--- src/hdl/stream_consts.svh ---
// stream conditioner constants
// widths, APB register map and reset values
`ifndef STREAM_CONSTS_SVH
`define STREAM_CONSTS_SVH

// ====================
// widths
`define STREAM_DATA_W    16
`define STREAM_CNT_W     5     // max drop period 31
`define STREAM_GAIN_W    8
`define STREAM_SHIFT_W   3
`define STREAM_STAT_W    16
`define STREAM_APB_AW    8

// ====================
// register map
`define REG_CTRL_ADDR    8'h00  // bit0 bypass, bit1 stats clear
`define REG_DROP_ADDR    8'h04
`define REG_GAIN_ADDR    8'h08  // gain 7:0, shift 10:8
`define REG_SENT_ADDR    8'h0C  // read only
`define REG_DROPPED_ADDR 8'h10  // read only

`define REG_GAIN_RESET   8'd1

`endif

--- src/hdl/stream_pkg.sv ---
// stream conditioner types
// sample, config and statistics bundles plus state and register enums
`default_nettype none

`include "stream_consts.svh"

package stream_pkg;

  typedef logic signed [`STREAM_DATA_W-1:0] sample_t;

  // control fields written over APB
  typedef struct packed {
    logic                       bypass;
    logic [`STREAM_CNT_W-1:0]   drop_cycles;
    logic [`STREAM_GAIN_W-1:0]  gain;
    logic [`STREAM_SHIFT_W-1:0] shift;
  } stream_cfg_t;

  typedef struct packed {
    logic [`STREAM_STAT_W-1:0] sent_count;
    logic [`STREAM_STAT_W-1:0] dropped_count;
  } stream_stat_t;

  typedef enum logic {
    SEND,
    DROP
  } drop_state_e;

  // decoded APB target
  typedef enum logic [2:0] {
    SEL_NONE,
    SEL_CTRL,
    SEL_DROP,
    SEL_GAIN,
    SEL_SENT,
    SEL_DROPPED
  } reg_sel_e;

endpackage

`default_nettype wire

--- src/hdl/apb_cfg_regs.sv ---
// APB configuration slave
// holds bypass, drop period, gain and shift; returns statistics on reads
`timescale 1ns/100ps
`default_nettype none

`include "stream_consts.svh"

module apb_cfg_regs (
  input  wire logic                      clk,
  input  wire logic                      reset,
  input  wire logic                      psel,
  input  wire logic                      penable,
  input  wire logic                      pwrite,
  input  wire logic [`STREAM_APB_AW-1:0] paddr,
  input  wire logic [31:0]               pwdata,
  input  wire stream_pkg::stream_stat_t  stats,
  output logic [31:0]                    prdata,
  output logic                           pready,
  output logic                           pslverr,
  output stream_pkg::stream_cfg_t        cfg,
  output logic                           stat_clear
);

  import stream_pkg::*;

  reg_sel_e    sel;
  logic        setup_phase;
  logic        access_wr;
  logic        addr_err;
  logic [31:0] rd_val;

  assign pready = 1'b1;  // no wait states

  // ====================
  // address decode
  always_comb begin
    case (paddr)
      `REG_CTRL_ADDR:    sel = SEL_CTRL;
      `REG_DROP_ADDR:    sel = SEL_DROP;
      `REG_GAIN_ADDR:    sel = SEL_GAIN;
      `REG_SENT_ADDR:    sel = SEL_SENT;
      `REG_DROPPED_ADDR: sel = SEL_DROPPED;
      default:           sel = SEL_NONE;
    endcase
  end

  assign setup_phase = psel & ~penable;
  assign access_wr   = psel & penable & pwrite;

  // unmapped, or write to a counter
  assign addr_err = (sel == SEL_NONE) |
                    (pwrite & ((sel == SEL_SENT) | (sel == SEL_DROPPED)));

  // read mux
  always_comb begin
    rd_val = '0;
    case (sel)
      SEL_CTRL:    rd_val[0] = cfg.bypass;  // clear bit reads back 0
      SEL_DROP:    rd_val[`STREAM_CNT_W-1:0] = cfg.drop_cycles;
      SEL_GAIN:    rd_val[`STREAM_GAIN_W+`STREAM_SHIFT_W-1:0] = {cfg.shift, cfg.gain};
      SEL_SENT:    rd_val[`STREAM_STAT_W-1:0] = stats.sent_count;
      SEL_DROPPED: rd_val[`STREAM_STAT_W-1:0] = stats.dropped_count;
      default:     rd_val = '0;
    endcase
  end

  // ====================
  // response, captured in setup so it is stable through access
  always_ff @(posedge clk) begin
    if (reset) begin
      prdata  <= '0;
      pslverr <= 1'b0;
    end else if (setup_phase) begin
      prdata  <= pwrite ? '0 : rd_val;
      pslverr <= addr_err;
    end else begin
      pslverr <= 1'b0;  // drop error once access completes
    end
  end

  // ====================
  // control registers
  always_ff @(posedge clk) begin
    if (reset) begin
      cfg.bypass      <= 1'b0;
      cfg.drop_cycles <= '0;
      cfg.gain        <= `REG_GAIN_RESET;
      cfg.shift       <= '0;
      stat_clear      <= 1'b0;
    end else begin
      stat_clear <= 1'b0;  // single cycle pulse
      if (access_wr) begin
        case (sel)
          SEL_CTRL: begin
            cfg.bypass <= pwdata[0];
            stat_clear <= pwdata[1];
          end
          SEL_DROP: begin
            cfg.drop_cycles <= pwdata[`STREAM_CNT_W-1:0];
          end
          SEL_GAIN: begin
            cfg.gain  <= pwdata[`STREAM_GAIN_W-1:0];
            cfg.shift <= pwdata[`STREAM_GAIN_W +: `STREAM_SHIFT_W];
          end
          default: begin
            // counters and unmapped addresses ignore writes
          end
        endcase
      end
    end
  end

endmodule

`default_nettype wire

--- src/hdl/drop_unit.sv ---
// decimating drop unit
// passes one accepted sample, then swallows input for a programmed period
`timescale 1ns/100ps
`default_nettype none

`include "stream_consts.svh"

module drop_unit (
  input  wire logic                    clk,
  input  wire logic                    reset,
  input  wire stream_pkg::stream_cfg_t cfg,
  input  wire stream_pkg::sample_t     in_data,
  input  wire logic                    in_val,
  output logic                         in_rdy,
  output stream_pkg::sample_t          mid_data,
  output logic                         mid_val,
  input  wire logic                    mid_rdy,
  output logic                         sent_evt,
  output logic                         dropped_evt
);

  import stream_pkg::*;

  localparam int CNT_W = `STREAM_CNT_W;

  drop_state_e      state;
  drop_state_e      next_state;
  logic [CNT_W-1:0] counter;     // cycles spent in DROP
  logic [CNT_W-1:0] period;      // drop_cycles latched while in SEND
  logic [CNT_W-1:0] last_count;
  logic             in_xfer;
  logic             decimate;

  assign in_xfer    = in_val & in_rdy;
  assign last_count = period - CNT_W'(2);  // DROP lasts period-1 cycles

  // periods of 0 or 1 pass everything
  assign decimate = ~cfg.bypass & (cfg.drop_cycles >= CNT_W'(2));

  // ====================
  // next state
  always_comb begin
    next_state = state;
    case (state)
      SEND: begin
        if (in_xfer && decimate) next_state = DROP;
      end
      DROP: begin
        if (counter == last_count || cfg.bypass) next_state = SEND;
      end
      default: next_state = SEND;
    endcase
  end

  // ====================
  // stream path
  always_comb begin
    if (state == SEND) begin
      in_rdy   = mid_rdy;  // straight through
      mid_data = in_data;
      mid_val  = in_val;
    end else begin
      in_rdy   = 1'b1;     // swallow everything
      mid_data = '0;
      mid_val  = 1'b0;
    end
  end

  assign sent_evt    = mid_val & mid_rdy;
  assign dropped_evt = (state == DROP) & in_val;

  // ====================
  // state, counter and period
  always_ff @(posedge clk) begin
    if (reset) begin
      state   <= SEND;
      counter <= '0;
      period  <= '0;
    end else begin
      state <= next_state;
      if (state == SEND) begin
        counter <= '0;
        period  <= cfg.drop_cycles;
      end else begin
        counter <= counter + 1'b1;
      end
    end
  end

endmodule

`default_nettype wire

--- src/hdl/sample_scaler.sv ---
// gain stage
// sample * gain, arithmetic shift right, saturate, one register with val/rdy
`timescale 1ns/100ps
`default_nettype none

`include "stream_consts.svh"

module sample_scaler (
  input  wire logic                    clk,
  input  wire logic                    reset,
  input  wire stream_pkg::stream_cfg_t cfg,
  input  wire stream_pkg::sample_t     mid_data,
  input  wire logic                    mid_val,
  output logic                         mid_rdy,
  output stream_pkg::sample_t          out_data,
  output logic                         out_val,
  input  wire logic                    out_rdy
);

  localparam int DATA_W = `STREAM_DATA_W;
  localparam int PROD_W = `STREAM_DATA_W + `STREAM_GAIN_W + 1;

  logic signed [PROD_W-1:0]      product;
  logic signed [PROD_W-1:0]      shifted;
  logic        [PROD_W-DATA_W:0] upper;    // bits that must match the sign
  logic        [DATA_W-1:0]      scaled;
  logic                          load;

  // ====================
  // arithmetic
  assign product = mid_data * $signed({1'b0, cfg.gain});  // gain is unsigned
  assign shifted = product >>> cfg.shift;
  assign upper   = shifted[PROD_W-1:DATA_W-1];

  always_comb begin
    if (upper == '0 || upper == '1) begin
      scaled = shifted[DATA_W-1:0];  // fits
    end else if (shifted[PROD_W-1]) begin
      scaled = {1'b1, {(DATA_W-1){1'b0}}};  // clamp negative
    end else begin
      scaled = {1'b0, {(DATA_W-1){1'b1}}};  // clamp positive
    end
  end

  // ====================
  // output register
  assign mid_rdy = ~out_val | out_rdy;
  assign load    = mid_val & mid_rdy;

  always_ff @(posedge clk) begin
    if (reset) begin
      out_val <= 1'b0;
    end else if (load) begin
      out_val <= 1'b1;
    end else if (out_rdy) begin
      out_val <= 1'b0;
    end
  end

  // payload, held while stalled
  always_ff @(posedge clk) begin
    if (load) begin
      out_data <= scaled;
    end
  end

endmodule

`default_nettype wire

--- src/hdl/sample_stream_top.sv ---
// sample stream conditioner top
// APB config, drop unit, gain stage and statistics
`timescale 1ns/100ps
`default_nettype none

`include "stream_consts.svh"

module sample_stream_top (
  input  wire logic                      clk,
  input  wire logic                      reset,
  // APB
  input  wire logic                      psel,
  input  wire logic                      penable,
  input  wire logic                      pwrite,
  input  wire logic [`STREAM_APB_AW-1:0] paddr,
  input  wire logic [31:0]               pwdata,
  output logic [31:0]                    prdata,
  output logic                           pready,
  output logic                           pslverr,
  // sample in
  input  wire logic [`STREAM_DATA_W-1:0] in_data,
  input  wire logic                      in_val,
  output logic                           in_rdy,
  // sample out
  output logic [`STREAM_DATA_W-1:0]      out_data,
  output logic                           out_val,
  input  wire logic                      out_rdy
);

  import stream_pkg::*;

  stream_cfg_t  cfg;
  stream_stat_t stats;
  sample_t      mid_data;
  logic         mid_val;
  logic         mid_rdy;
  logic         stat_clear;
  logic         sent_evt;
  logic         dropped_evt;

  apb_cfg_regs u_regs (
    .clk(clk), .reset(reset),
    .psel(psel), .penable(penable), .pwrite(pwrite),
    .paddr(paddr), .pwdata(pwdata),
    .stats(stats),
    .prdata(prdata), .pready(pready), .pslverr(pslverr),
    .cfg(cfg), .stat_clear(stat_clear)
  );

  drop_unit u_drop (
    .clk(clk), .reset(reset), .cfg(cfg),
    .in_data(in_data), .in_val(in_val), .in_rdy(in_rdy),
    .mid_data(mid_data), .mid_val(mid_val), .mid_rdy(mid_rdy),
    .sent_evt(sent_evt), .dropped_evt(dropped_evt)
  );

  sample_scaler u_scale (
    .clk(clk), .reset(reset), .cfg(cfg),
    .mid_data(mid_data), .mid_val(mid_val), .mid_rdy(mid_rdy),
    .out_data(out_data), .out_val(out_val), .out_rdy(out_rdy)
  );

  stream_stats u_stats (
    .clk(clk), .reset(reset),
    .sent_evt(sent_evt), .dropped_evt(dropped_evt),
    .stat_clear(stat_clear), .stats(stats)
  );

endmodule

`default_nettype wire

--- src/hdl/stream_stats.sv ---
// statistics counters
// saturating sent and dropped counts, cleared by a register write
`timescale 1ns/100ps
`default_nettype none

`include "stream_consts.svh"

module stream_stats (
  input  wire logic                clk,
  input  wire logic                reset,
  input  wire logic                sent_evt,
  input  wire logic                dropped_evt,
  input  wire logic                stat_clear,
  output stream_pkg::stream_stat_t stats
);

  localparam int STAT_W = `STREAM_STAT_W;

  // stick at all ones
  function automatic logic [STAT_W-1:0] sat_inc(
    input logic [STAT_W-1:0] cnt,
    input logic              evt
  );
    logic [STAT_W-1:0] nxt;
    nxt = cnt;
    if (evt && cnt != '1) begin
      nxt = cnt + 1'b1;
    end
    return nxt;
  endfunction

  // ====================
  // counters, clear beats a same cycle event
  always_ff @(posedge clk) begin
    if (reset) begin
      stats.sent_count    <= '0;
      stats.dropped_count <= '0;
    end else if (stat_clear) begin
      stats.sent_count    <= '0;
      stats.dropped_count <= '0;
    end else begin
      stats.sent_count    <= sat_inc(stats.sent_count, sent_evt);
      stats.dropped_count <= sat_inc(stats.dropped_count, dropped_evt);
    end
  end

endmodule

`default_nettype wire

--- config.mk ---
export PLATFORM = sky130hd
export DESIGN_NAME = sample_stream_top
export DESIGN_NICKNAME = d
export VERILOG_FILES = /design/src/hdl/stream_pkg.sv /design/src/hdl/apb_cfg_regs.sv /design/src/hdl/drop_unit.sv /design/src/hdl/sample_scaler.sv /design/src/hdl/sample_stream_top.sv /design/src/hdl/stream_stats.sv
export VERILOG_INCLUDE_DIRS = /design/src /design/src/hdl
export SDC_FILE = /design/constraint.sdc
export NUM_CORES = 1
export LEC_CHECK = 0
export ABC_AREA = 0
export BUFFER_PORTS_ARGS = -buffer_cell sky130_fd_sc_hd__buf_2
export CORE_MARGIN = 1
export CORE_UTILIZATION = 55
export DETAILED_ROUTE_END_ITERATION = 6
export PLACE_DENSITY = 0.77
export SKIP_LAST_GASP = 1
export SYNTH_ARGS = -nofsm -noshare
export SYNTH_HDL_FRONTEND = slang
export SYNTH_SLANG_ARGS = --single-unit
--- constraint.sdc ---
create_clock -name clk -period 6 [get_ports clk]
set_clock_uncertainty 0.05 [all_clocks]
set_input_delay 0.6 -clock clk [delete_from_list [all_inputs] [get_ports clk]]
set_output_delay 0.6 -clock clk [all_outputs]
set_load 0.01 [all_outputs]
==> results.yml <==
finish:
  utilization: 0.6859
  final_cell_mix: "154 x inv_1, 108 x nand2_1, 106 x nor2_1"
  layout.nets: 1518
  area_growth_pct: 20.26
  final_common_cell: "inv_1"
  drive_above_1_share: 0.2316
  insertedDiodeCount: 0
  instances_no_fill: 1529
worst_setup_path:
  startpoint_type: "register"
  crit_required_ns: 6.14
  path_class: "register to register"
  crit_path_end_kind: "register"
  cp.arrival_ns: 6.04
  crit_path_max_fanout: 8
yosys:
  netlist_area_sq_um: 9968
  yosysSeqAreaShare: 0.2069
  synth-edff-count: 16
  synth_cells: 1168
  yosysUniqueCellTypes: 64
  syn_avg_cell_area_sq_um: 8.535
  synth_seq_cells: 95
  ys_async_sr_fraction: 0
  synthFlopType: "dfxtp_1"
  yosysWarnings: 0
drt:
  wl_per_cell_um: 14.95
  dr.pass1.iters: 6
  drc: 0
  viasPerCell: 5.405
  first_iter_violations: 488
  vias: 8264
  antenna_left: 0
  finalWirelength_um: 22860
place:
  port_buffers: 76
  dp_cells: 1496
  dp_hpwl_um: 17070
  place_congestion: 0.8641
clock_tree:
  clk_latency_ns: 0.36
  cts.sinks: 95
  cts_tree: "done"
  cts_hold_repair.buffers: 0
  numCtsBuffers: 9
  clk_pin_slew_ns: 0.07
  h-tree-depth: 3
  clk_path_buf_depth: 2
  cts-root-buf: "clkbuf_16"
outcome:
  outcome: "completed"
grt:
  grt_max_degree: 45
  grt_pass1_wl_um: 36210
  grt_pass1_vias: 7763
  track_usage: 0.2416
  antenna_found_initial: 0
  overflow: 0
sta:
  hold_viol: 0
  rsz0062_at_grt: "yes"
  timing.hold.ws_ns: 0.4272
  slew_viol_final: 0
  slew_headroom: 0.3069
  max_freq_mhz: 169.7
  finalCritPeriodShare: 0.9819
  worstMarginPinSlew_ns: 1.032
  post-route-min-period_ns: 5.891
  finalSetupViolations: 0
power_and_ir_drop:
  powerDensity_nw_per_um2: 126.9
  p_leak_nw: 5.757
  peakVddDrop_v: 0.0002667
floorplanning:
  start_util: 0.5704
  die_w_um: 136.6
  die-area_sq_um: 18670
  num_io_pins: 115
  core_sq_um: 17480
  die_h_um: 136.6
  row_count: 48
job:
  max-cap-violations: 0
worst_hold_path:
  hold_class: "register to register"
[report_power, final]
group / switching, W / internal (W)
logic: 0.000137 / 0.000107
clock network: 0.000261 / 0.000355
registers: 0.00000436 / 0.000657
total: 0.000402 / 0.00112
[state kept, by name, indices dropped and copies added, names as in the netlist]
signal	cells
u_regs.prdata	16
u_regs.cfg	17
u_regs.pslverr	1
u_drop.state	1
u_stats.stats	32
u_drop.counter	5
u_scale.out_val	1
u_regs.stat_clear	1
u_scale.out_data	16
u_drop.period	5
[routing by layer]
layer / up-vias / track usage / part of all wire
met5: - / 0 / 0
met4: 0 / 0.04630 / 0.011
met3: 24 / 0.03815 / 0.048
met2: 234 / 0.3917 / 0.48
met1: 3995 / 0.3416 / 0.46
li1: 4011 / - / -
[worst paths after layout]
check	start	to	slack, ns	cells past startpoint
worst max-delay path	u_drop.state	u_scale.out_data[12]	0.11	23
worst min-delay path	u_drop.counter[0]	u_drop.counter[0]	0.43	1
worst max register to register	u_drop.state	u_scale.out_data[12]	0.11	23
worst min register to register	u_drop.counter[0]	u_drop.counter[0]	0.43	1
[cell usage after synthesis, types with 3 or more instances]
cell type | number | share of area
inv_1 | 167 | 0.063
nand2_1 | 118 | 0.044
nor2_1 | 107 | 0.040
fa_1 | 102 | 0.20
dfxtp_1 | 79 | 0.16
mux2i_1 | 70 | 0.070
and2_1 | 62 | 0.039
ha_1 | 54 | 0.068
clkbuf_1 | 46 | 0.017
a21oi_1 | 37 | 0.019
o21ai_0 | 34 | 0.017
xor2_1 | 31 | 0.027
xnor2_1 | 28 | 0.025
nor2b_1 | 21 | 0.013
buf_4 | 19 | 0.014
a22oi_1 | 17 | 0.013
edfxtp_1 | 16 | 0.048
nor3_1 | 14 | 0.0070
nand3_1 | 13 | 0.0065
and3_1 | 11 | 0.0069
nand4_1 | 11 | 0.0069
a211oi_1 | 10 | 0.0075
mux2_2 | 8 | 0.0090
a21o_1 | 7 | 0.0053
a22o_1 | 7 | 0.0062
a31oi_1 | 6 | 0.0038
nand2b_1 | 6 | 0.0038
buf_2 | 5 | 0.0025
o211ai_1 | 5 | 0.0038
o21ai_1 | 4 | 0.0020
or3_1 | 4 | 0.0025
a211oi_2 | 3 | 0.0038
a41oi_1 | 3 | 0.0026
[through the flow]
| stage | TNS (ns) | cell area [sq um] | setup WS (ns) | total power [W] |
|---|---|---|---|---|
| 6_report | 0 | 11990 | 0.1087 | 0.001521 |
| 2_1_floorplan | 0 | 10050 | 0.03800 | 0.0008179 |
| 4_1_cts | 0 | 11340 | 0.01917 | 0.001494 |
| 5_1_grt | -2.911 | 11990 | -0.2100 | 0.001578 |
| 3_3_place_gp | -0.6817 | 11010 | -0.04949 | 0.0008824 |
| 3_5_place_dp | -1.821 | 11010 | -0.1305 | 0.0008879 |
[worst max-delay path: stages (launching register included)]
cell and delay (ns):
dfxtp_4 0.38, clkbuf_16 0.17, nor2b_1 0.10, buf_4 0.18, nand2_2 0.08, fa_1 0.52, fa_1 0.53, inv_2 0.04
fa_1 0.52, inv_1 0.05, fa_1 0.49, inv_2 0.05, ha_4 0.29, o211ai_1 0.12, o21ai_2 0.32, a211oi_2 0.14
o221ai_2 0.30, xor2_2 0.27, nand2_1 0.10, and3_4 0.21, o21ai_1 0.12, o211a_1 0.29, clkbuf_16 0.20, mux2i_1 0.20
[cell type report]
type                    instances  area [sq um]
clock inverters                 5         67.56
repair buffers                179          1257
flip-flops and latches         95          2069
inverters                     168         630.6
multi-input cells             846          7427
well taps                     225         281.5
clock buffers                  11         254.0
fillers                      1323          5489
[cell families (layout without fill, tap and decap cells)]
group | after synthesis | after routing | synth area share
flip-flops | 95 | 95 | 0.2069
other | 2 | 17 | 0.0007534
AO/OA/AOI/OAI | 155 | 155 | 0.1056
AND/OR/NAND/NOR | 380 | 380 | 0.1810
XOR/XNOR | 60 | 60 | 0.05347
multiplexers | 78 | 78 | 0.07933
buffers and inverters | 242 | 363 | 0.1004
adder cells (fa/ha/maj) | 156 | 156 | 0.2726
[timing repair]
| action | CTS | global route |
|---|---|---|
| buffers inserted | 0 | 14 |
| resized for setup | 0 | 108 |
| endpoints found under the setup margin | 0 | 15 |
Power figures use the tool's default switching activity.
